[src/cpuPkg.sv]
package cpuPkg;

    // Datapath and register index widths
    localparam int xlen     = 32;
    localparam int regAddrW = 5;

    // RISC-V major opcodes of the supported subset
    typedef enum logic [6:0] {
        OP_R      = 7'b0110011,
        OP_IMM    = 7'b0010011,
        OP_LOAD   = 7'b0000011,
        OP_STORE  = 7'b0100011,
        OP_BRANCH = 7'b1100011
    } opcodeT;

    // Coarse ALU class from the main decoder
    typedef enum logic [1:0] {
        ALU_ADD_CLASS   = 2'b00, // lw, sw, addi
        ALU_SUB_CLASS   = 2'b01, // beq compare
        ALU_FUNCT_CLASS = 2'b10  // R-type, look at funct fields
    } aluOpT;

    // ALU function select
    typedef enum logic [3:0] {
        ALU_AND = 4'b0000,
        ALU_OR  = 4'b0001,
        ALU_ADD = 4'b0010,
        ALU_SUB = 4'b0110,
        ALU_SLT = 4'b0111
    } aluCtrlT;

    // Immediate layouts handled by immGen
    typedef enum logic [1:0] {
        IMM_I = 2'b00,
        IMM_S = 2'b01,
        IMM_B = 2'b10
    } immFmtT;

endpackage

[src/immGen.sv]
`timescale 1ns/100ps

module immGen (
    input  logic [cpuPkg::xlen-1:0]  inst,
    input  cpuPkg::immFmtT           immFmt,
    output logic [cpuPkg::xlen-1:0]  imm
);
    import cpuPkg::*;

    logic signBit;

    assign signBit = inst[31];

    always_comb begin
        case (immFmt)
            IMM_I: begin
                imm = {{20{signBit}}, inst[31:20]};
            end
            IMM_S: begin
                imm = {{20{signBit}}, inst[31:25], inst[11:7]}; // Split field
            end
            IMM_B: begin
                // Scrambled branch offset, LSB always zero
                imm = {{19{signBit}}, inst[31], inst[7], inst[30:25], inst[11:8], 1'b0};
            end
            default: begin
                imm = '0;
            end
        endcase
    end

endmodule

[config.mk]
export PLATFORM = sky130hd
export DESIGN_NAME = immGen
export DESIGN_NICKNAME = d
export VERILOG_FILES = /design/src/cpuPkg.sv /design/src/immGen.sv
export SDC_FILE = /design/constraint.sdc
export NUM_CORES = 1
export LEC_CHECK = 0
export BUFFER_PORTS_ARGS = -buffer_cell sky130_fd_sc_hd__buf_2
export CAP_MARGIN = 15
export CORE_AREA = 2 2 39 41
export DETAILED_ROUTE_END_ITERATION = 6
export DIE_AREA = 0 0 41 43
export PLACE_DENSITY = 0.87
export SLEW_MARGIN = 40
export SYNTH_ARGS = -nofsm -noshare
export SYNTH_HDL_FRONTEND = slang
export SYNTH_SLANG_ARGS = --single-unit
export TNS_END_PERCENT = 20
[constraint.sdc]
create_clock -name vclk -period 3.1
set_clock_uncertainty 0.15 [all_clocks]
set_input_delay 0.31 -clock vclk [all_inputs]
set_output_delay 0.31 -clock vclk [all_outputs]
set_load 0.02 [all_outputs]
* Word-level counts from Yosys, hierarchy flattened
Index checks and enable logic that the tools add are counted.
Word-level totals: flip-flop bits (word level) 0, bits of input ports 34, output and inout bits 32, logic and storage cells 4
Cells by class: equal/unequal tests 2, multiplexer cells 1, reductions and logical operators 1
Operators by type and width (count):
- 32-bit one-hot mux with 3 select lines | 1
- 2-bit by 1-bit == test with 1-bit output (second input constant) | 1
- 2-bit == test (second input constant) | 1
- 2-bit logical NOT | 1

* Longest topological paths before layout
depth after elaboration 2, mapped depth 3, gate-level depth less buffers 2

* Least setup slack after synthesis
OpenSTA, ideal clock, no wires.
path type input to output, from input immFmt[1], to output imm[13] in the netlist's numbering, arrival time 1787 ps, data required time 2640 ps, path slack 853 ps, cell stages on the path 3, buffers on the path 2, cell sequence buf_6 a21oi_1 buf_4
On the way: cells in the longest elaborated chain, start to end 2, elaborated cells on any way between the ends 4, classes of those cells eq/ne: 2; mux: 1; reduce/logical: 1
RTL lines:
- from (decl) | line immGen.sv:5 | input cpuPkg::immFmtT immFmt,
- 2-bit == test (tied with other cells) | line immGen.sv:15 | case (immFmt)
- 32-bit one-hot mux with 3 select lines (*) | line immGen.sv:15
- to (decl) | line immGen.sv:6 | output logic [cpuPkg::xlen-1:0] imm
Mark *: on every way between the ends. The rest lies on a longest branch, timed or not.

* Worst setup path in the final report
from input immFmt[1], to output imm[24] in the netlist's numbering
Same word-level chain as after synthesis.

==> impl_metrics.ini <==
[status]
status = finished, final reports clean

[timing]
fin_crit_ns = 1.51
period_share_pct = 48.6
setup_viol = 0
finalSetupTns_ns = 0
rsz0062_at_grt = no
tightestPinTransition_ns = 0.228
finalHoldViolCount = 0
drv_slew = 0
fmax_mhz = 663
slew_headroom_pct = 84.8

[yosys]
synth.area.top_cells = buf_4 (46%), mux2i_1 (15%), and2_1 (11%)
synth_nets = 77
synth_warnings = 0
synth_top_area_share_pct = 46.0
synth_commonest_cells = buf_4 (20), and2_1 (6), mux2i_1 (5), o2bb2ai_1 (4)
synth_area_um2 = 327
yosys.area.top_type = buf_4
yosys.cell_types.count = 12
seq_area_frac_synth_pct = 0
syn-mean-instance-area_um2 = 7.59
synth_most_common_cell = buf_4
syn_inst = 43

[floorplanning]
die_area_um2 = 1760
die_h_um = 43
die_w_um = 41
initial_core_util_pct = 23.6
rows = 14
io_pins = 66
core_area_um2 = 1380

[finish]
design.seq.count = 0
nets = 110
antenna_cells = 0
drive_gt1_share_pct = 71.6
area.growth.synth_to_final_pct = 37.2
nClkBuffers = 0
final_cells = 90
regArea_um2 = 0
fillers = 148

[drt]
drt-pass1-iter-count = 4
num_vias = 371
ant_nets = 0
drc = 0
viasPerCell = 4.12
first_iter_violations = 3
wl_per_cell_um = 8.30
totalWireLength_um = 747

[placement]
hpwl_um = 678
gp_congestion = 0.622
portBuffers = 51
dp.cells = 90

[clock_network]
postCtsSetupBuffers = 0
cts_hold_buf = 0
post_cts_resized = 0

[power_and_ir_drop]
clkPwrFrac_pct = 0
internal-power_mw = 0.0374
worst_ir_drop_vdd_v = 0.0000563
switchingPower_mw = 0.0613
seqPwrFrac_pct = 0
p_per_area_nw_per_um2 = 220
p_comb_share_pct = 100.0
p_sw_share_pct = 62.1
p_leak_nw = 0.292

[worst_hold_path]
hold_class = in -> out
whs_endpoint = imm[9]
holdCritStartpoint = inst[29]
min_delay_path_depth = 3

[worst_setup_path]
crit_chain = buf_2, a21oi_1, buf_4, buf_2
slowest_stage = buf_4
critPathCaptureType = output pin
critPathLaunchType = input port
crit_type = in -> out
critPathBufInv = 3
crit_family = buffers and inverters
path_max_fanout = 20
arrival_ns = 1.05
critPathMostFrequentCell = buf_2
critPathMaxStageDelay_ns = 0.20
critPathRequiredTime_ns = 2.64

[global_routing]
grt_pass1_vias = 277
overflow = 0
grt_max_degree = 21
grt_use_total_pct = 8.29
grt_pass1_wl_mm = 1.12
antenna_found_initial = 0

[run]
cap_violations = 0
power groups by stage:
stage                     Sequential (mW)  Clock, mW  Combinational, mW
final                                   0          0             0.0987
after global placement                  0          0             0.0977
after global routing                    0          0              0.108
after detailed placement                0          0             0.0998
after floorplan                         0          0             0.0840
after CTS                               0          0              0.100
routing by layer:
layer  up-vias  track usage [%]  wire length, um
met2        29             16.6              420
li1        186                -                -
met5         -                0                0
met1       156             9.18              243
met3         0            0.524               82
met4         0                0                0
stage by stage:
stage          total power, mW  util [%]  setup WS [ns]  hold WS [ns]  cell area, um2
2_1_floorplan           0.0840         -          0.853         0.653             327
3_3_place_gp            0.0977      32.4           1.60         0.788             448
3_5_place_dp            0.0998      32.4           1.59         0.795             448
4_1_cts                  0.100      32.4           1.58         0.795             448
5_1_grt                  0.108      32.4           1.49         0.806             448
6_report                0.0987      32.4           1.59         0.794             448
tightest hold or removal path, stage by stage:
cell	delay, ns
buf_2	0.07
and2_1	0.10
buf_2	0.15
layout by cell type, fill, tap and decap left out, drive strengths merged:
cell,Yosys,final
nor2,1,1
mux2i,5,5
and2,6,6
o2bb2ai,4,4
o21ai,1,1
nand2,1,1
a21oi,1,1
inv,1,1
buf,21,52
nand3b,1,1
nor2b,1,1
final cells by class:
cell class,instances,area (um2),share of cell area [%]
multi-input cells,21,161,36.0
well taps,16,20.0,4.47
repair buffers,52,263,58.7
inverters,1,3.75,0.838
worst max-delay path by stage:
stage,start,end,slack [ns],cells after the start
6_report,immFmt[1],imm[24],1.59,4
5_1_grt,immFmt[1],imm[12],1.49,4
4_1_cts,immFmt[1],imm[12],1.58,4
3_5_place_dp,immFmt[1],imm[12],1.59,4
3_3_place_gp,immFmt[1],imm[19],1.60,4
2_1_floorplan,immFmt[1],imm[13],0.85,3
cell families (layout without fill, tap and decap cells):
kind of cell,after synthesis,after routing,synth area share (%)
AOI/OAI and AO/OA,6,6,13.8
and+or+nand+nor,10,10,20.3
muxes,5,5,15.3
buffers and inverters,22,53,50.6
No activity file was read; power rests on OpenSTA's default activity.
