## src/cpuPkg.sv

```systemverilog
package cpuPkg;

    // Datapath and register index widths
    localparam int xlen     = 32;
    localparam int regAddrW = 5;

    // RISC-V major opcodes of the supported subset
    typedef enum logic [6:0] {
        OP_R      = 7'b0110011,
        OP_IMM    = 7'b0010011,
        OP_LOAD   = 7'b0000011,
        OP_STORE  = 7'b0100011,
        OP_BRANCH = 7'b1100011
    } opcodeT;

    // Coarse ALU class from the main decoder
    typedef enum logic [1:0] {
        ALU_ADD_CLASS   = 2'b00, // lw, sw, addi
        ALU_SUB_CLASS   = 2'b01, // beq compare
        ALU_FUNCT_CLASS = 2'b10  // R-type, look at funct fields
    } aluOpT;

    // ALU function select
    typedef enum logic [3:0] {
        ALU_AND = 4'b0000,
        ALU_OR  = 4'b0001,
        ALU_ADD = 4'b0010,
        ALU_SUB = 4'b0110,
        ALU_SLT = 4'b0111
    } aluCtrlT;

    // Immediate layouts handled by immGen
    typedef enum logic [1:0] {
        IMM_I = 2'b00,
        IMM_S = 2'b01,
        IMM_B = 2'b10
    } immFmtT;

endpackage

```

## src/registerFile.sv

```systemverilog
`timescale 1ns/100ps

module registerFile (
    input  logic                         CLK,
    input  logic                         rstN,
    input  logic                         we,
    input  logic [cpuPkg::regAddrW-1:0]  rs1,
    input  logic [cpuPkg::regAddrW-1:0]  rs2,
    input  logic [cpuPkg::regAddrW-1:0]  rd,
    input  logic [cpuPkg::xlen-1:0]      wd,
    output logic [cpuPkg::xlen-1:0]      rd1,
    output logic [cpuPkg::xlen-1:0]      rd2
);
    import cpuPkg::*;

    logic [xlen-1:0] regs [32];

    always_ff @(posedge CLK or negedge rstN) begin
        if (!rstN) begin
            for (int i = 0; i < 32; i++) begin
                regs[i] <= '0;
            end
        end else if (we && (rd != '0)) begin // x0 stays zero
            regs[rd] <= wd;
        end
    end

    // Two read ports, x0 hardwired
    assign rd1 = (rs1 == '0) ? '0 : regs[rs1];
    assign rd2 = (rs2 == '0) ? '0 : regs[rs2];

endmodule

```

## config.mk

```make
export PLATFORM = sky130hd
export DESIGN_NAME = registerFile
export DESIGN_NICKNAME = d
export VERILOG_FILES = /design/src/cpuPkg.sv /design/src/registerFile.sv
export SDC_FILE = /design/constraint.sdc
export NUM_CORES = 2
export LEC_CHECK = 0
export BUFFER_PORTS_ARGS = -buffer_cell sky130_fd_sc_hd__buf_2
export CORE_MARGIN = 2
export CORE_UTILIZATION = 25
export CTS_BUF_LIST = sky130_fd_sc_hd__clkbuf_2 sky130_fd_sc_hd__clkbuf_4 sky130_fd_sc_hd__clkbuf_8
export CTS_CLUSTER_DIAMETER = 50
export DETAILED_ROUTE_END_ITERATION = 10
export PLACE_DENSITY = 0.5
export SETUP_SLACK_MARGIN = 0.5
export SLEW_MARGIN = 20
export SYNTH_ARGS = -nofsm -noshare
export SYNTH_HDL_FRONTEND = slang
export SYNTH_SLANG_ARGS = --single-unit
```

## constraint.sdc

```tcl
create_clock -name CLK -period 1.39 [get_ports CLK]
set_input_delay 0 -clock CLK [delete_from_list [all_inputs] [get_ports CLK]]
set_output_delay 0 -clock CLK [all_outputs]
set_load 0.02 [all_outputs]
```

# Word-level counts from Yosys, hierarchy flattened
# Cells that the tools add are included.
# word_totals
output_inout_bits	64
input_bits	50
register_bits	1024
# classes
reduce_logical	5
bitwise	3
n_mux	11
order_cmp	4
# ops
op	n
1024-bit bitwise mux	1
32-bit binary-select mux with 5-bit select	2
32-bit 2-to-1 mux	7
32-bit demux with 5-bit select	1
6-bit greater-or-equal comparator (second input constant)	3
5-bit inverter with 6-bit output	3
5-bit zero test	2
6-bit by 1-bit less-than comparator with 1-bit output (second input constant)	1
5-bit nonzero test	1
1-bit logical AND	2

# Longest topological paths before layout
# logic_depth
ltp_word	6
ltp_mapped	7
ltp_nobuf	4

# Worst setup path before layout
# OpenSTA, ideal clock, no wires.
# synth_timing
kind	input to output
from	input port rs1[0] (netlist bit)
to	output port rd1[14] (netlist bit)
stages	7
setup_slack_ns	-0.279
t_arrival_ns	1.669
required_time_ns	1.390
cell_sequence	buf_2 > inv_1 > buf_2 > buf_2 > clkbuf_1 > o2111ai_1 > a311oi_1
# synth_via
elab_chain_cells	5
word_cells_on_any_way	6
# synth_rtl
element	line_no	source
start: declaration	registerFile.sv:7	input logic [cpuPkg::regAddrW-1:0] rs1,
5-bit inverter with 6-bit output (implied by the code)	registerFile.sv:29	assign rd1 = (rs1 == '0) ? '0 : regs[rs1];
32-bit binary-select mux with 5-bit select	registerFile.sv:29	
32-bit 2-to-1 mux (implied by the code) (2 in series)	registerFile.sv:29	
32-bit 2-to-1 mux *	registerFile.sv:29	
end: declaration	registerFile.sv:11	output logic [cpuPkg::xlen-1:0] rd1,
# Every way passes the cells marked *; elsewhere a longest branch is shown, timed or not. The select of a mux whose other input is x is not followed.

# Final worst setup path
# layout_timing
from	register regs[769] (netlist bit)
to	output port rd1[1] (netlist bit)
# layout_via
elab_chain_cells	4
# layout_rtl
element	line_no	source
start: declaration	registerFile.sv:16	logic [xlen-1:0] regs [32];
start signal: indexed assignment	registerFile.sv:24	regs[rd] <= wd;
32-bit binary-select mux with 5-bit select	registerFile.sv:29	
32-bit 2-to-1 mux (implied by the code) (2 in series)	registerFile.sv:29	
32-bit 2-to-1 mux	registerFile.sv:29	
# No other way between the ends. The select of a mux whose other input is x is not followed.

==> impl_metrics.tcl <==
set metrics [dict create \
    fin_setup_tns_ns -75.19 \
    cts_tree "done" \
    avgSynthCellArea_um2 15.0 \
    yosysSeqAreaShare 0.471 \
    cp_slowest_cell "mux4_2" \
    wl_um 210000 \
    worstMarginPinSlew_ns 0.837 \
    nets 4250 \
    yosysTopAreaCell "dfrtp_1" \
    htree_levels 4 \
    fmax_ghz 0.372 \
    syn_area_um2 54400 \
    core_um2 217000 \
    cts_buffers 173 \
    finalMaxSlewViolations 0 \
    whs_ns -0.190 \
    critPathKind "reg -> out" \
    synth_top_area_frac 0.471 \
    p_per_area_nw_per_um2 1300 \
    fill_cells 20900 \
    ys_top_cells_by_count "1046 x mux2_2, 1024 x dfrtp_1, 448 x mux4_2, 223 x clkbuf_1, 170 x buf_2" \
    path_buf_inv 2 \
    cts.path.max_buffers 3 \
    max_slew_margin 0.440 \
    crit_family "multiplexers" \
    antenna_found_initial 17 \
    start_kind "register" \
    rsz0062_at_grt "yes" \
    synth_nets 3671 \
    grt_pass1_wl_um 302000 \
    postSynth.asyncResetShare 1.00 \
    fin_ws_ns -1.30 \
    leakagePower_nw 30.8 \
    die_w_um 470 \
    cts_sinks 1024 \
    via_per_inst 5.14 \
    drt_iter0_drc 2561 \
    hpwlAfterDp_um 145000 \
    synth_cell_types 35 \
    ys.flop_type "dfrtp_1" \
    grt_max_degree 79 \
    io_pins 114 \
    required_ns 1.39 \
    first_pass_iters 5 \
    io_buffers 113 \
    finish.utilization 0.333 \
    area_delta_synth_final_pct 32.7 \
    fp.dieH_um 470 \
    ys_ff_latch 1024 \
    ys.warnings.count 0 \
    path_clk_slew_ns 0.07 \
    clock_latency_ns 0.91 \
    vdd_drop_max_mv 0.948 \
    synth.area.top_cells "dfrtp_1 47%, mux2_2 22%, mux4_2 19%, mux2i_1 2.4%, buf_2 1.6%" \
    wl_per_cell_um 29.1 \
    reg_top3 "regs: 1024 flops" \
    post-synth-top-count-cell "mux2_2" \
    ant_nets 0 \
    timing.final.crit_share 1.93 \
    finalSetupViolations 64 \
    finalCriticalPeriod_ns 2.69 \
    top_register "regs" \
    synthCells 3621 \
    start_util 0.251 \
    synth_edf_count 0 \
    cp_data_arrival_time_ns 2.69 \
    num_vias 37000 \
    drive_gt1_frac 0.681 \
    place.gp.congestion 0.840 \
    hp-class "in -> reg" \
    max_cap_violations 0 \
    gr-total-overflow 0 \
    row_count 171 \
    crit_fanout 3 \
    drc_errors 0 \
    hold_viol 289 \
    largest_reg_flops 1024 \
    grt_pass1_vias 39500 \
    cp_slowest_stage_delay_ns 0.54 \
    clock_skew_ns 0 \
    worstPathCellList "mux4_2 > mux2_4 > o21ai_2 > a311oi_2 > buf_4 > buf_6" \
    ctsRootBufferMaster "clkbuf_8" \
    die_area_um2 221000 \
    track_usage 0.188 \
    violations "negative hold slack, negative setup slack" \
    crit_path_end_kind "primary output" \
    status "complete, but fails checks" \
]
metal layers:
layer | wire (um) | track usage | share of wire
met1 | 87400 | 0.239 | 0.42
met2 | 103000 | 0.315 | 0.49
met3 | 9010 | 0.0286 | 0.043
met4 | 10100 | 0.0850 | 0.048
met5 | 78 | 0 | 0.00037
worst min-delay path, cell delays in order:
cell and delay (ns):
buf_6 0.14, nor2b_1 0.16, nand2_4 0.21, mux2_2 0.18
cell type report:
class                   count  area (um2)  share of cell area
well taps                2854        3570              0.0495
flip-flops and latches   1024       25600               0.355
multi-input cells        2163       29800               0.413
diodes                      7        17.5            0.000243
inverters                   2        12.5            0.000173
clock buffers             274        3450              0.0478
repair buffers            836        9290               0.129
clock inverters            41         413             0.00572
repair_timing:
| item | 4_1_cts | 5_1_grt |
|---|---|---|
| hold buffers | 46 | 1 |
| pin swaps | 89 | 42 |
| gates cloned | 0 | 1 |
| resized for setup | 415 | 173 |
| endpoints found under the setup margin | 76 | 1114 |
| hold endpoints to repair | 2016 | 496 |
| setup buffers | 8 | 9 |
final timing paths:
path | startpoint | end | slack (ns) | cells after the start
worst max-delay path | regs[769] | rd1[1] | -1.30 | 6
worst min-delay path | rd[1] | regs[850] | -0.19 | 4
worst max register to register | regs[533] | regs[533] | 0.28 | 4
worst min register to register | regs[1003] | regs[1003] | 0.40 | 0
max in group asynchronous | rstN | regs[481] | 0.66 | 6
min in group asynchronous | rstN | regs[352] | -0.07 | 4
stage by stage:
| stage | setup WS [ns] | cells | instance area, um2 | total power [mW] |
|---|---|---|---|---|
| floorplan | 0.0282 | 3621 | 56100 | 52.9 |
| global placement | -1.08 | 6813 | 65100 | 60.7 |
| detailed placement | -1.10 | 6815 | 65100 | 61.3 |
| CTS | -1.41 | 7184 | 71400 | 93.9 |
| global route | -1.39 | 7199 | 72100 | 97.9 |
| finish | -1.30 | 7201 | 72100 | 93.8 |
where the power goes:
group,total (mW),leakage (nW),switching (mW),internal (mW)
registers,39.7,13.1,4.21,35.5
clock network,30.4,2.02,13.5,16.9
logic,23.7,15.6,9.62,14.1
placed cells by master (no fill, tap or decap), types with 29 or more instances in the layout:
cell type | netlist | layout
mux2_2 | 1046 | 947
a221oi_2 | 0 | 42
nor2b_4 | 0 | 29
dlygate4sd3_1 | 0 | 35
a22oi_1 | 64 | 47
buf_6 | 0 | 135
o21ai_2 | 0 | 43
a311oi_4 | 0 | 35
o21ai_4 | 0 | 30
a211oi_2 | 0 | 47
mux4_2 | 448 | 448
buf_2 | 170 | 39
clkbuf_4 | 1 | 52
nand2_1 | 49 | 38
nor2b_1 | 71 | 38
mux2_4 | 0 | 100
o21ai_1 | 9 | 37
a311oi_2 | 0 | 29
dfrtp_1 | 1024 | 1024
mux2i_1 | 128 | 126
buf_4 | 34 | 423
buf_12 | 0 | 192
clkbuf_8 | 0 | 222
logic make-up after synthesis:
| logic type | Yosys count | synth area share |
|---|---|---|
| multiplexers | 1632 | 0.428 |
| AO/OA/AOI/OAI | 366 | 0.0484 |
| flip-flops | 1024 | 0.471 |
| buffers and inverters | 434 | 0.0363 |
| AND/OR/NAND/NOR | 165 | 0.0161 |
No activity file was read; power rests on OpenSTA's default activity.
