## src/cpuPkg.sv

```systemverilog
package cpuPkg;

    // Datapath and register index widths
    localparam int xlen     = 32;
    localparam int regAddrW = 5;

    // RISC-V major opcodes of the supported subset
    typedef enum logic [6:0] {
        OP_R      = 7'b0110011,
        OP_IMM    = 7'b0010011,
        OP_LOAD   = 7'b0000011,
        OP_STORE  = 7'b0100011,
        OP_BRANCH = 7'b1100011
    } opcodeT;

    // Coarse ALU class from the main decoder
    typedef enum logic [1:0] {
        ALU_ADD_CLASS   = 2'b00, // lw, sw, addi
        ALU_SUB_CLASS   = 2'b01, // beq compare
        ALU_FUNCT_CLASS = 2'b10  // R-type, look at funct fields
    } aluOpT;

    // ALU function select
    typedef enum logic [3:0] {
        ALU_AND = 4'b0000,
        ALU_OR  = 4'b0001,
        ALU_ADD = 4'b0010,
        ALU_SUB = 4'b0110,
        ALU_SLT = 4'b0111
    } aluCtrlT;

    // Immediate layouts handled by immGen
    typedef enum logic [1:0] {
        IMM_I = 2'b00,
        IMM_S = 2'b01,
        IMM_B = 2'b10
    } immFmtT;

endpackage

```

## src/programCounter.sv

```systemverilog
`timescale 1ns/100ps

module programCounter #(
    parameter int instMemWords = 64
) (
    input  logic                     CLK,
    input  logic                     rstN,
    input  logic                     run,
    input  logic [cpuPkg::xlen-1:0]  imm,
    input  logic                     branchTaken,
    output logic [cpuPkg::xlen-1:0]  pc
);
    import cpuPkg::*;

    // Only the bits that can address the instruction memory are kept
    localparam int pcW = $clog2(instMemWords) + 2;

    logic [pcW-1:0]  pcReg;
    logic [xlen-1:0] pcPlus4;
    logic [xlen-1:0] branchTarget;
    logic [xlen-1:0] nextPc;

    assign pc           = {{(xlen - pcW){1'b0}}, pcReg};
    assign pcPlus4      = pc + 32'd4;
    assign branchTarget = pc + imm; // imm is already a byte offset
    assign nextPc       = branchTaken ? branchTarget : pcPlus4;

    always_ff @(posedge CLK or negedge rstN) begin
        if (!rstN) begin
            pcReg <= '0;
        end else if (run) begin
            pcReg <= nextPc[pcW-1:0];
        end
    end

endmodule

```

## config.mk

```make
export PLATFORM = sky130hd
export DESIGN_NAME = programCounter
export DESIGN_NICKNAME = d
export VERILOG_FILES = /design/src/cpuPkg.sv /design/src/programCounter.sv
export SDC_FILE = /design/constraint.sdc
export NUM_CORES = 1
export LEC_CHECK = 0
export BUFFER_PORTS_ARGS = -buffer_cell sky130_fd_sc_hd__buf_2
export CAP_MARGIN = 20
export CORE_UTILIZATION = 40
export DETAILED_ROUTE_END_ITERATION = 8
export GPL_TIMING_DRIVEN = 0
export PLACE_DENSITY = 0.8
export SLEW_MARGIN = 10
export SYNTH_ARGS = -nofsm -noshare
export SYNTH_HDL_FRONTEND = slang
export SYNTH_SLANG_ARGS = --single-unit
export TNS_END_PERCENT = 100
```

## constraint.sdc

```tcl
create_clock -name CLK -period 2.7 [get_ports CLK]
set_input_delay 0.54 -clock CLK [delete_from_list [all_inputs] [get_ports CLK]]
set_output_delay 0.54 -clock CLK [all_outputs]
set_load 0.01 [all_outputs]
```

After elaboration in Yosys (flattened, before gate mapping)
Index checks and enable logic that the tools add are counted.
{ "word_totals": {"mem_bits_rw": 0, "wordCells": 4, "rom_bits": 0, "register_bits": 8, "latchBits": 0, "mem_count": 0, "inputBits": 36, "output_inout_bits": 32} }
{ "op_classes": {"div_mod_pow": 0, "addsub": 2, "bitwise": 0, "mul": 0, "n_mux": 1, "n_lt_le_gt_ge": 0, "n_reduce_logical": 0, "eq_ne": 0, "shift": 0} }
{ "op_table": {"columns": ["op", "count"], "rows": [
  ["$add 8x3->8 const B", 1],
  ["$add 8x8->8", 1],
  ["$mux 8", 1]
]} }

Logic depth before layout (Yosys ltp)
{ "depth": {"word_depth": 2, "depth_mapped": 7, "ltp_nobuf": 7} }

Worst setup path after synthesis
OpenSTA, ideal clock, no wires.
{ "synth_path": {"kind": "input port to flip-flop", "start": "in imm[0] (netlist name)", "end": "reg pcReg[6]", "setup_slack_ns": 0.658, "path_stages": 7, "t_required_ns": 2.626, "arrival_ns": 1.968, "setup_time_ns": 0.074, "path_buffers": 0, "path_cell_list": "ha_1 fa_1 a21o_1 a21oi_2 a21oi_1 mux2_4 o21ai_2"} }
{ "synth_via": {"elab_chain_cells": 2} }
{ "synth_lines": {"columns": ["item", "line_no", "source"], "rows": [
  ["start, declared", "programCounter.sv:9", "input logic [cpuPkg::xlen-1:0] imm,"],
  ["$add 8x8->8", "programCounter.sv:25", "assign branchTarget = pc + imm;"],
  ["$mux 8", "programCounter.sv:26", "assign nextPc = branchTaken ? branchTarget : pcPlus4;"],
  ["end signal, assigned", "programCounter.sv:32", "pcReg <= nextPc[pcW-1:0];"],
  ["end, declared", "programCounter.sv:18", "logic [pcW-1:0] pcReg;"]
]} }
Every way passes these cells.
A chain may end at the register's enable or synchronous reset.

Final worst setup path
{ "layout_path": {"start": "reg pcReg[0]", "end": "reg pcReg[6]"} }
{ "layout_via": {"elab_chain_cells": 2, "word_cells_on_any_way": 3, "classes_between": "add/sub: 2; mux: 1"} }
{ "layout_lines": {"columns": ["item", "line_no"], "rows": [
  ["$add 8x3->8 or $add 8x8->8 (tied branches)", "programCounter.sv:24, programCounter.sv:25"],
  ["$mux 8 (*)", "programCounter.sv:26"]
]} }
Mark *: on every way between the ends. The rest lies on a longest branch, timed or not.

==> flow_summary_export.csv <==
group,metric,value,unit
place,gpl.final_weighted_congestion,0.740,
timing,finalClockSkew,1.99,ps
power_and_ir_drop,cellPowerDensity,866,mW/mm^2
clock_tree,clkSlewWorstSetupHoldPaths,50,ps
floorplanning,die_h,49.6,um
floorplanning,rows,16,
final_layout,n_antenna_cell,0,
clock_tree,cts.root.buffer_cell,"clkbuf_4",
global_routing,number_of_global_route_vias_before_repair,682,
run,max_cap_violations,0,
critical_path,end_kind,"flip-flop",
timing,finalSetupViolations,0,
clock_tree,post-cts-setup-buffer-count,0,
synthesis,synth_edf_count,0,
synthesis,syn_inst,97,
synthesis,compound_gate_portion_of_the_synthesized_area,20.9,%
final_layout,most-common-layout-cells,"buf_4 (24), conb_1 (24), buf_2 (20)",
global_routing,globalRouteTotalUtil,14.8,%
synthesis,fraction_of_the_yosys_area_taken_by_sequential_cells,22.1,%
power_and_ir_drop,power.leakage,0.618,nW
synthesis,synthFlopType,"dfrtp_1",
power_and_ir_drop,vdd_drop_max,0.483,mV
timing,timing.fmax,493,MHz
detailed_routing,vias_per_cell,4.44,
detailed_routing,detailedRoute.firstIterationViolations,3,
floorplanning,core_area,0.00204,sq mm
detailed_routing,route.detailed.wl_per_inst,10.0,um
critical_path,worst-path-buf-inv,0,
critical_path,cp-start-kind,"flip-flop",
synthesis,synthMuxAreaShare,8.71,%
critical_path,worst-path-max-fanout,3,
synthesis,post_synth.cell_area_avg,9.33,sq um
hold_path,hp-class,"primary input to async pin",
final_layout,largestRegisters,"pcReg x8",
global_routing,antenna_found_initial,0,
final_layout,largest_reg_flops,8,
global_routing,grt_start_max_net_pins,11,
critical_path,path_class,"flip-flop to flip-flop",
synthesis,synthXorXnorAreaFrac,4.84,%
critical_path,critical-path-top-delay-family,"adder cells",
detailed_routing,drc,0,
timing,timing.final.crit_share,75.1,%
critical_path,cp_data_required_time,2880,ps
detailed_routing,number_of_vias_in_the_routed_layout,751,
timing,final_max_slew_viol_count,0,
synthesis,synth_area,905,sq um
power_and_ir_drop,fin_total_pwr,0.989,mW
final_layout,final_core_util,55.9,%
global_routing,overflow,0,
critical_path,critPathMaxStageDelay,430,ps
place,dpl_wire_length,1.43,mm
final_layout,layout.filler_cells,195,
clock_tree,number_of_hold_buffers_added_after_cts,0,
floorplanning,die_x,49.6,um
synthesis,combinational_family_with_the_most_area_after_synthesis,"buffers and inverters",
synthesis,yosysWarningCount,0,
clock_tree,post_cts_resized,0,
clock_tree,insertion_delay,250,ps
synthesis,synth_cell_type_count,31,
final_layout,num-nets-final,189,
clock_tree,cts.sinks,8,
floorplanning,design.die.area,0.00246,sq mm
critical_path,timing.critical_path.cells,"ha_1 > fa_1 > a21o_1 > a21oi_2 > a21oi_1 > mux2_4 > o21ai_2",
timing,setup-tns-final,0,ps
critical_path,critical-path-slowest-cell,"fa_1",
final_layout,final_layout_size_suffix_gt1_share,40.8,%
place,total_of_buffers_placed_on_input_and_output_ports,19,
synthesis,synthSimpleGateAreaFrac,7.19,%
synthesis,yosys.area_share.adder,13.3,%
floorplanning,effective_utilization_at_floorplan,44.3,%
final_layout,synthToLayoutAreaGrowth,26.3,%
floorplanning,floorplan.io_pins,68,
clock_tree,cts_tree,"yes",
detailed_routing,antenna_left,0,
final_layout,largest-register,"pcReg",
detailed_routing,dr.pass1.iters,4,
timing,unrepaired_setup_endpoints_after_global_routing,"false",
synthesis,yosys_register_bits,8,
status,outcome,"finished clean",
detailed_routing,postRouteWirelength,1.69,mm
clock_tree,tritoncts.num_buffers,3,
synthesis,proportion_of_register_bits_with_asynchronous_set_or_reset_after_synthesis,100,%
clock_tree,clockBufferDepth,2,
clock_tree,h-tree-depth,1,
critical_path,arrival_time_of_data_at_the_critical_path_endpoint,2200,ps
global_routing,wire_length_of_the_first_global_routing_pass,2.82,mm
timing,final_hold_viols,0,
timing,period_minus_slack,2030,ps
## worst paths after layout
kind | startpoint | endpoint | slack (ps) | cells after the start
min in group CLK | pcReg[7]$_DFFE_PN0P_ | pcReg[7]$_DFFE_PN0P_ | 470 | 1
worst max register to register | pcReg[0]$_DFFE_PN0P_ | pcReg[6]$_DFFE_PN0P_ | 670 | 7
worst max-delay path | pcReg[0]$_DFFE_PN0P_ | pcReg[6]$_DFFE_PN0P_ | 670 | 7
max in group asynchronous | rstN | pcReg[7]$_DFFE_PN0P_ | 2410 | 1
worst min register to register | pcReg[7]$_DFFE_PN0P_ | pcReg[7]$_DFFE_PN0P_ | 470 | 1
worst min-delay path | rstN | pcReg[1]$_DFFE_PN0P_ | 120 | 1
## cells by family after synthesis
kind of cell	after synthesis
DFF	8
xor gates and xnor gates	5
and+or+nand+nor	12
other	1
AOI/OAI and AO/OA	27
muxes	7
buffers and inverters	28
adders and majority gates	9
## stage by stage
stage / cell area (sq um) / worst slack [ps] / hold slack, ps / std cells
floorplan: 991 / 658 / 244 / 120
global placement: 1120 / 467 / 388 / 166
detailed placement: 1120 / 412 / 391 / 166
CTS: 1140 / 671 / 119 / 169
global route: 1140 / 597 / 120 / 169
finish: 1140 / 671 / 120 / 169
## metal layers
| metal | vias up | track usage (%) | share of wire [%] |
|---|---|---|---|
| li1 | 389 | - | - |
| met2 | 34 | 23.9 | 47 |
| met1 | 328 | 19.1 | 45 |
| met5 | - | 0 | 0 |
| met4 | 0 | 7.62 | 0 |
| met3 | 0 | 1.85 | 7.9 |
## report_power, final
| group | switching, mW | internal [mW] | total, mW |
|---|---|---|---|
| Sequential | 0.0765 | 0.182 | 0.258 |
| Clock | 0.0384 | 0.0507 | 0.0892 |
| Combinational | 0.321 | 0.321 | 0.642 |
| Total | 0.436 | 0.553 | 0.989 |
## cells in the mapped netlist (all sizes together), types with 2 or more instances
master	count	area share [%]
ha	8	11
a21oi	7	4.3
dfrtp	8	22
xnor2	4	3.9
inv	2	0.83
and3	2	1.4
a21o	2	1.7
mux2	4	5.4
nor2	5	2.1
o211ai	2	2.8
o21ai	11	6.5
mux2i	3	3.3
buf	26	22
## cell type report
class,instances,area (sq um),share of cell area (%)
clock buffer,3,22.5,1.97
tap,27,33.8,2.96
sequential,8,200,17.5
multi-input combinational,84,587,51.4
buffer,26,196,17.2
timing repair buffer,19,95.1,8.32
inverter,2,7.51,0.657
Note: power is estimated with default switching activity, not from simulation.
