[src/cpuPkg.sv]
package cpuPkg;

    // Datapath and register index widths
    localparam int xlen     = 32;
    localparam int regAddrW = 5;

    // RISC-V major opcodes of the supported subset
    typedef enum logic [6:0] {
        OP_R      = 7'b0110011,
        OP_IMM    = 7'b0010011,
        OP_LOAD   = 7'b0000011,
        OP_STORE  = 7'b0100011,
        OP_BRANCH = 7'b1100011
    } opcodeT;

    // Coarse ALU class from the main decoder
    typedef enum logic [1:0] {
        ALU_ADD_CLASS   = 2'b00, // lw, sw, addi
        ALU_SUB_CLASS   = 2'b01, // beq compare
        ALU_FUNCT_CLASS = 2'b10  // R-type, look at funct fields
    } aluOpT;

    // ALU function select
    typedef enum logic [3:0] {
        ALU_AND = 4'b0000,
        ALU_OR  = 4'b0001,
        ALU_ADD = 4'b0010,
        ALU_SUB = 4'b0110,
        ALU_SLT = 4'b0111
    } aluCtrlT;

    // Immediate layouts handled by immGen
    typedef enum logic [1:0] {
        IMM_I = 2'b00,
        IMM_S = 2'b01,
        IMM_B = 2'b10
    } immFmtT;

endpackage

[src/alu.sv]
`timescale 1ns/100ps

module alu (
    input  logic [cpuPkg::xlen-1:0]  a,
    input  logic [cpuPkg::xlen-1:0]  b,
    input  cpuPkg::aluCtrlT          aluCtrl,
    output logic [cpuPkg::xlen-1:0]  result,
    output logic                     zero
);
    import cpuPkg::*;

    logic lessThan;

    // Signed compare for slt
    assign lessThan = ($signed(a) < $signed(b));

    always_comb begin
        case (aluCtrl)
            ALU_AND: result = a & b;
            ALU_OR:  result = a | b;
            ALU_ADD: result = a + b;
            ALU_SUB: result = a - b;
            ALU_SLT: begin
                result = {{(xlen - 1){1'b0}}, lessThan};
            end
            default: result = '0;
        endcase
    end

    assign zero = (result == '0); // Drives the beq decision

endmodule

[config.mk]
export PLATFORM = sky130hd
export DESIGN_NAME = alu
export DESIGN_NICKNAME = d
export VERILOG_FILES = /design/src/cpuPkg.sv /design/src/alu.sv
export SDC_FILE = /design/constraint.sdc
export NUM_CORES = 1
export LEC_CHECK = 0
export BUFFER_PORTS_ARGS = -buffer_cell sky130_fd_sc_hd__buf_2
export CAP_MARGIN = 20
export CORE_ASPECT_RATIO = 1.75
export CORE_MARGIN = 5
export CORE_UTILIZATION = 48
export DETAILED_ROUTE_END_ITERATION = 12
export MAX_ROUTING_LAYER = met4
export PLACE_DENSITY_LB_ADDON = 0.2
export SYNTH_ARGS = -nofsm -noshare
export SYNTH_HDL_FRONTEND = slang
export SYNTH_SLANG_ARGS = --single-unit
[constraint.sdc]
create_clock -name vclk -period 4.1
set_input_delay 0.205 -clock vclk [all_inputs]
set_output_delay 0.205 -clock vclk [all_outputs]
set_load 0.02 [all_outputs]
**Yosys cells after proc, flatten, opt, wreduce, memory -nomap -nowiden**

Cells that the tools add are included.
W data, S select, Z words.

- Bitwise gates (word level): 2
- $lt $le $gt $ge: 1
- Multiplexer cells: 1
- Eq/ne operators: 4
- Reductions and logical operators: 2
- Add/sub/neg operators: 2

Operators by type and width:

| operator | number |
|---|---|
| $pmux W32 S5 | 1 |
| $add A32 B32 Y32 | 1 |
| $and A32 B32 Y32 | 1 |
| $logic_not A32 Y1 | 1 |
| $lt A32 B32 Y1 | 1 |
| $or A32 B32 Y32 | 1 |
| $sub A32 B32 Y32 | 1 |
| $eq A4 B3 Y1 const B | 2 |
| $eq A4 B1 Y1 const B | 1 |
| $eq A4 B2 Y1 const B | 1 |
| $logic_not A4 Y1 | 1 |

- Output and inout port bits: 33
- Logic and storage cells: 12
- Input port bits: 68
- Register bits: 0

**Longest topological paths before layout**

Gate-level depths: netlist of run 1.

- Depth in word-level cells: 3
- Depth in mapped cells: 14
- Gate-level depth less buffers: 14

**Worst setup path before layout of run 1**

Ideal clock, no wire load.

- Path type: input -> output
- From: input port a[0] (netlist bit)
- To: output port zero
- Arrival time: 3.654 ns
- Path slack: 0.241 ns
- Data required time: 3.895 ns
- Stages: 14
- Path buffers: 0
- Cells stage by stage: inv_1 -> ha_1 -> fa_1 -> o21ba_2 -> or4_1 -> a211oi_1 -> o2111ai_1 -> a21oi_1 -> a31o_2 -> a2111o_1 -> nand3_1 -> a211o_1 -> or4_1 -> nor2_1

- Word-level cells in the longest chain between the ends: 3
- Elaborated cells on any way between the ends: 7
- Those cells by class: add/sub: 2; order compare: 1; mux: 1; bitwise: 2; reduce/logical: 1

RTL lines:

| item | line | text |
|---|---|---|
| start: declaration | alu.sv:4 | `input logic [cpuPkg::xlen-1:0] a,` |
| $sub A32 B32 Y32 or $add A32 B32 Y32 (tied branches) | alu.sv:22, alu.sv:21 |  |
| $pmux W32 S5 * | alu.sv:18 | `case (aluCtrl)` |
| via result (one bit) | alu.sv:7 | `output logic [cpuPkg::xlen-1:0] result,` |
| $logic_not A32 Y1 * | alu.sv:30 | `assign zero = (result == '0);` |
| end: declaration | alu.sv:8 | `output logic zero` |

Mark *: on every way through the listed nets, which the timed path passes. The rest lies on a longest branch.

**Worst setup path in the final report of run 1**

- From: input port a[0] (netlist bit)
- To: output port zero

- Word-level cells in the longest chain between the ends: 3
- Elaborated cells on any way between the ends: 7
- Those cells by class: add/sub: 2; order compare: 1; mux: 1; bitwise: 2; reduce/logical: 1

RTL lines:

| item | line | text |
|---|---|---|
| $sub A32 B32 Y32, or another cell as far along | alu.sv:22 | `ALU_SUB: result = a - b;` |
| $pmux W32 S5 * | alu.sv:18 |  |
| $logic_not A32 Y1 * | alu.sv:30 |  |

Mark *: on every way between the ends. The rest lies on a longest branch, timed or not.

==> run metrics, run 1 <==
outcome finished clean; most common cell after layout, fill and taps aside inv_1; detailed-route via count 6991; initial antenna violation count 0; Detail Route Antenna Nets 0; required time worst endpoint 3.89 ns; Avg Cell Area, Syn 6.41 um2; total congestion overflow 0; Rows between 50 and 60; num sequential 0; CP arrival ~3.8 ns; Final min period 4.03 ns; final-stage net count between 1k and 1.5k; post-layout instance area a little under 7000 um2; Sequential cell area 0 um2; fmax about 0.25 GHz; port bufs about 100; Slew Limit Fails 0; Final Hold Fails 0; Cells after Synth 853; die area around 14000 um2; Placed Cells incl. Taps 1124; final wirelength around 23 mm; max_cap viols 0; Inserted Diodes 0; Min-Delay Path Class in2out; pre-CTS setup slack -0.150 ns; CLK BUF 0; vias in the first global route roughly 6.8k; die height 151 um; commonest cells after routing, fill and taps aside inv_1, buf_2, ha_1, buf_4, a21oi_1; clock share of power 0; largest net degree at the start of global routing 26; syn nets between 1k and 1.5k; NetSw roughly 0.6 mW; crit-path max FO 4; WL/cell about 20 um; Yosys Warn Count 0; final worst path period share 0.982; chip width 90.7 um; PnR worst setup slack 0.0740 ns; boundary pin count between 100 and 150; first-pass GRT wire length roughly 35 mm; DP Wirelength 18.9 mm; Pint about 0.4 mW; layout cells sized above 1 0.229; Flop pwr share 0; GP Congestion roughly 1.1; Critical Path Source a[0]; Leak between 3 and 4 nW; final setup fails 0; core area approximately 11000 um2; initial DRC count roughly 550; maximum vdd drop around 0.000076 V; Worst Setup Start Kind primary input; crit path kind in2out; initial core utilization 0.490; CTS Hold Bufs 0; Distinct cells, synth between 70 and 80; hold wc startpoint aluCtrl[1]; Slew HR 0.554; Slew @ Worst Pin 0.666 ns; Vias/cell about 6.2; Area after DPL about 6600 um2; Logic pwr share 1.000; PwrDens roughly 150 nW/um2; drt drc 0; Worst setup EP type output port; Post-Layout Cell Count between 1k and 1.5k; Area Growth Syn to Fin 23.8%; sequential fraction of the synthesis area 0; Switching Fraction 0.605; All-Layer GR Usage 0.320; Initial DRT Pass Iterations 5; Syn Std Cell Area 5470 um2
area by class of cell:
type,count,area [um2]
Multi-Input combinational cell,699,5040
Fill cell,1150,4400
Timing Repair Buffer,187,1150
Inverter,109,409
Tap cell,132,165
through the flow:
step / TNS (ns) / hold WS (ns) / power, mW / util
finish: 0 / 0.997 / 0.995 / 0.606
global route: -0.0514 / 1.04 / 1.07 / 0.606
CTS: 0 / 0.990 / 0.955 / 0.592
detailed placement: -0.150 / 0.983 / 0.947 / 0.591
global placement: -0.0995 / 0.981 / 0.948 / 0.591
floorplan: 0 / 0.697 / 0.595 / -
final timing paths:
path | slack [ns] | depth (start not counted) | end
max | 0.07 | 17 | zero
min | 1.0 | 4 | result[1]
cell usage after synthesis, types with 4 or more instances:
master | n | area, um2
mux2i_1 | 19 | 190
ha_1 | 98 | 1230
or4_1 | 4 | 30.0
a211oi_1 | 13 | 97.6
nand2b_1 | 13 | 81.3
o22ai_1 | 17 | 106
o21ai_0 | 51 | 255
a2111oi_0 | 4 | 35.0
clkbuf_1 | 38 | 143
a211o_1 | 6 | 52.6
o31ai_1 | 10 | 75.1
o21bai_1 | 5 | 37.5
inv_1 | 107 | 402
nor2b_1 | 11 | 68.8
nor3b_1 | 4 | 30.0
a31oi_1 | 13 | 81.3
nand3_1 | 20 | 100
nor2_1 | 73 | 274
or3_1 | 10 | 62.6
nand4_1 | 10 | 62.6
o31a_1 | 5 | 43.8
a21o_1 | 14 | 105
nor3_1 | 30 | 150
buf_1 | 6 | 22.5
xnor2_1 | 18 | 158
nand2_1 | 73 | 274
o211ai_1 | 8 | 60.1
o41ai_1 | 6 | 52.6
and2_1 | 6 | 37.5
a21oi_1 | 78 | 390
nor4_1 | 14 | 87.6
worst max-delay path, cell delays in order:
cell and delay (ns):
buf_2 0.09, inv_1 0.05, ha_1 0.22, fa_2 0.35, o21ba_2 0.21, or4_4 0.45
a211oi_4 0.30, o2111ai_4 0.21, a2111oi_2 0.38, buf_4 0.17, o41ai_1 0.06, a21boi_1 0.17
o21bai_1 0.18, nor4_2 0.30, nand4_1 0.17, nor2_2 0.15, buf_4 0.16
power groups by stage:
stage          logic, mW  registers, mW  clock network, mW
6_report           0.995              0                  0
3_5_place_dp       0.947              0                  0
4_1_cts            0.955              0                  0
3_3_place_gp       0.948              0                  0
2_1_floorplan      0.595              0                  0
5_1_grt             1.07              0                  0
kinds of logic after synthesis:
kind of cell,count (synthesis),synth area share
muxes,21,0.0389
AOI/OAI and AO/OA,273,0.335
xor gates and xnor gates,20,0.0320
buffers and inverters,154,0.106
adders and majority gates,100,0.232
and+or+nand+nor,285,0.256
per-layer routing:
| metal | global-route usage | up-vias | wire length, um |
|---|---|---|---|
| met1 | 0.326 | 3228 | 7910 |
| met3 | 0.0134 | 107 | 1130 |
| met4 | 0.179 | 0 | 1620 |
| met5 | - | - | 0 |
| met2 | 0.605 | 325 | 11900 |
| li1 | - | 3331 | - |
repair_timing:
action,4_1_cts,5_1_grt
pin swaps,2,12
endpoints found under the setup margin,1,1
buffers inserted,0,3
gates resized for setup,4,22
Power figures use the tool's default switching activity.
==> run 2: changes to the inputs <==
- CORE_UTILIZATION: 48 -> 60
==> run metrics, run 2 (same netlist as run 1, synthesis figures left out) <==
outcome complete, but fails checks; violated checks negative setup slack; Leak 3.27 nW (-3.4%); core area 8980 um2 (-20%); crit-path max FO 7 (+3); Worst setup EP type output port; PnR worst setup slack -0.0486 ns (-0.123 ns); Slew Limit Fails 0 (unchanged); port bufs 101 (unchanged); boundary pin count 101 (unchanged); Vias/cell 6.85 (+10%); fmax 0.241 GHz (-3.0%); layout cells sized above 1 0.209 (-0.0199); final wirelength 23.6 mm (+4.5%); max_cap viols 0 (unchanged); num sequential 0 (unchanged); Inserted Diodes 0 (unchanged); GP Congestion 1.16 (+6.9%); Worst Hold End result[4]; initial core utilization 0.609 (+0.119); final-stage net count 1140 (-2.1%); final worst path period share 1.01 (+0.0299); Final Hold Fails 0 (unchanged); CP arrival 3.94 ns (+0.12 ns); DP Wirelength 18.5 mm (-2.0%); crit path kind in2out; initial antenna violation count 0 (unchanged); chip width 82.2 um (-9.4%); most common cell after layout, fill and taps aside inv_1; Rows 46 (-9.8%); Min Hold Slack 1.01 ns (+0.0115 ns); Worst Setup Start Kind primary input; Slew HR 0.452 (-0.102); fillcell total 786 (-32%); commonest cells after routing, fill and taps aside inv_1, buf_2, ha_1, a21oi_1; Initial DRT Pass Iterations 8 (+3); die area 11200 um2 (-18%); pre-CTS setup slack -0.174 ns (-0.0244 ns); detailed-route via count 7465 (+6.8%); Final min period 4.15 ns (+0.123 ns); first-pass GRT wire length 34.7 mm (+0.48%); Slew @ Worst Pin 0.819 ns (+0.152 ns); initial DRC count 720 (+30%); Sequential cell area 0 um2 (unchanged); total power 0.994 mW (-0.15%); CLK BUF 0 (unchanged); Min-Delay Path Class in2out; total congestion overflow 0 (unchanged); Detail Route Antenna Nets 0 (unchanged); final setup fails 1 (+1); die height 136 um (-9.9%); WL/cell 21.6 um (+8.1%); Area after DPL 6390 um2 (-3.2%); Hold Crit Depth 5 (+1); vias in the first global route 7157 (+5.7%); PwrDens 151 nW/um2 (+2.7%); required time worst endpoint 3.89 ns (about the same); maximum vdd drop 0.0000870 V (+14%); drt drc 0 (unchanged); All-Layer GR Usage 0.407 (+0.0874); post-layout instance area 6580 um2 (-2.8%); Area Growth Syn to Fin 20.3%; largest net degree at the start of global routing 35 (+35%); hold wc startpoint aluCtrl[1]
-- run 2: changes by cell type in the layout (fill, tap and decap cells not counted), moves of 2 or more --
cell,previous run,this run
buf_4,87,62
a31oi_1,13,10
a31oi_2,0,3
ha_2,0,2
ha_4,3,1
nor3_1,27,29
nor3_2,3,1
-- run 2: power by group --
group          switching (mW)  total (mW)  internal (mW)
registers                   0           0              0
logic                   0.624       0.994          0.370
clock network               0           0              0
-- run 2: repair_timing --
action	in CTS	in global routing
cloned	0	0
setup endpoints to repair	1	1
setup buffers	0	3
pin swaps	2	12
hold endpoints to repair	0	0
hold buffers	0	0
resized for setup	3	28
-- run 2: metal layers --
| metal | track usage | up-vias | share of wire |
|---|---|---|---|
| met5 | - | - | 0 |
| met4 | 0.326 | 0 | 0.11 |
| met1 | 0.391 | 3365 | 0.32 |
| met3 | 0.0511 | 232 | 0.081 |
| li1 | - | 3288 | - |
| met2 | 0.706 | 580 | 0.49 |
-- run 2: worst max-delay path: stages --
cell	delay, ns
buf_2	0.11
inv_1	0.05
ha_1	0.34
buf_4	0.20
a21o_1	0.18
a31oi_2	0.39
nor2_1	0.14
or3b_2	0.50
a21oi_1	0.19
a21o_1	0.10
o31ai_1	0.14
or4b_1	0.61
nor4_1	0.24
nand4_1	0.16
nor2_1	0.19
buf_4	0.18
-- run 2: area by class of cell --
cell class	instances	area, um2	share of cell area
timing repair buffer	162	966	0.147
inverter	109	409	0.0622
multi-input combinational	699	5050	0.768
tap	120	150	0.0228
-- run 2: worst max path at each step --
| stage | to | cells after the start | from |
|---|---|---|---|
| after floorplan | zero | 14 | a[0] |
| after global placement | zero | 17 | a[0] |
| after detailed placement | zero | 17 | a[0] |
| after CTS | zero | 17 | a[0] |
| after global routing | zero | 16 | a[7] |
| final | zero | 16 | a[7] |
-- run 2: per-stage QoR --
step                      TNS, ns   util  std cells
final                     -0.0486  0.733       1090
after global routing      -0.0532  0.733       1090
after CTS                       0  0.713       1087
after detailed placement   -0.174  0.711       1087
after global placement    -0.0705  0.711       1087
after floorplan                 0      -        853
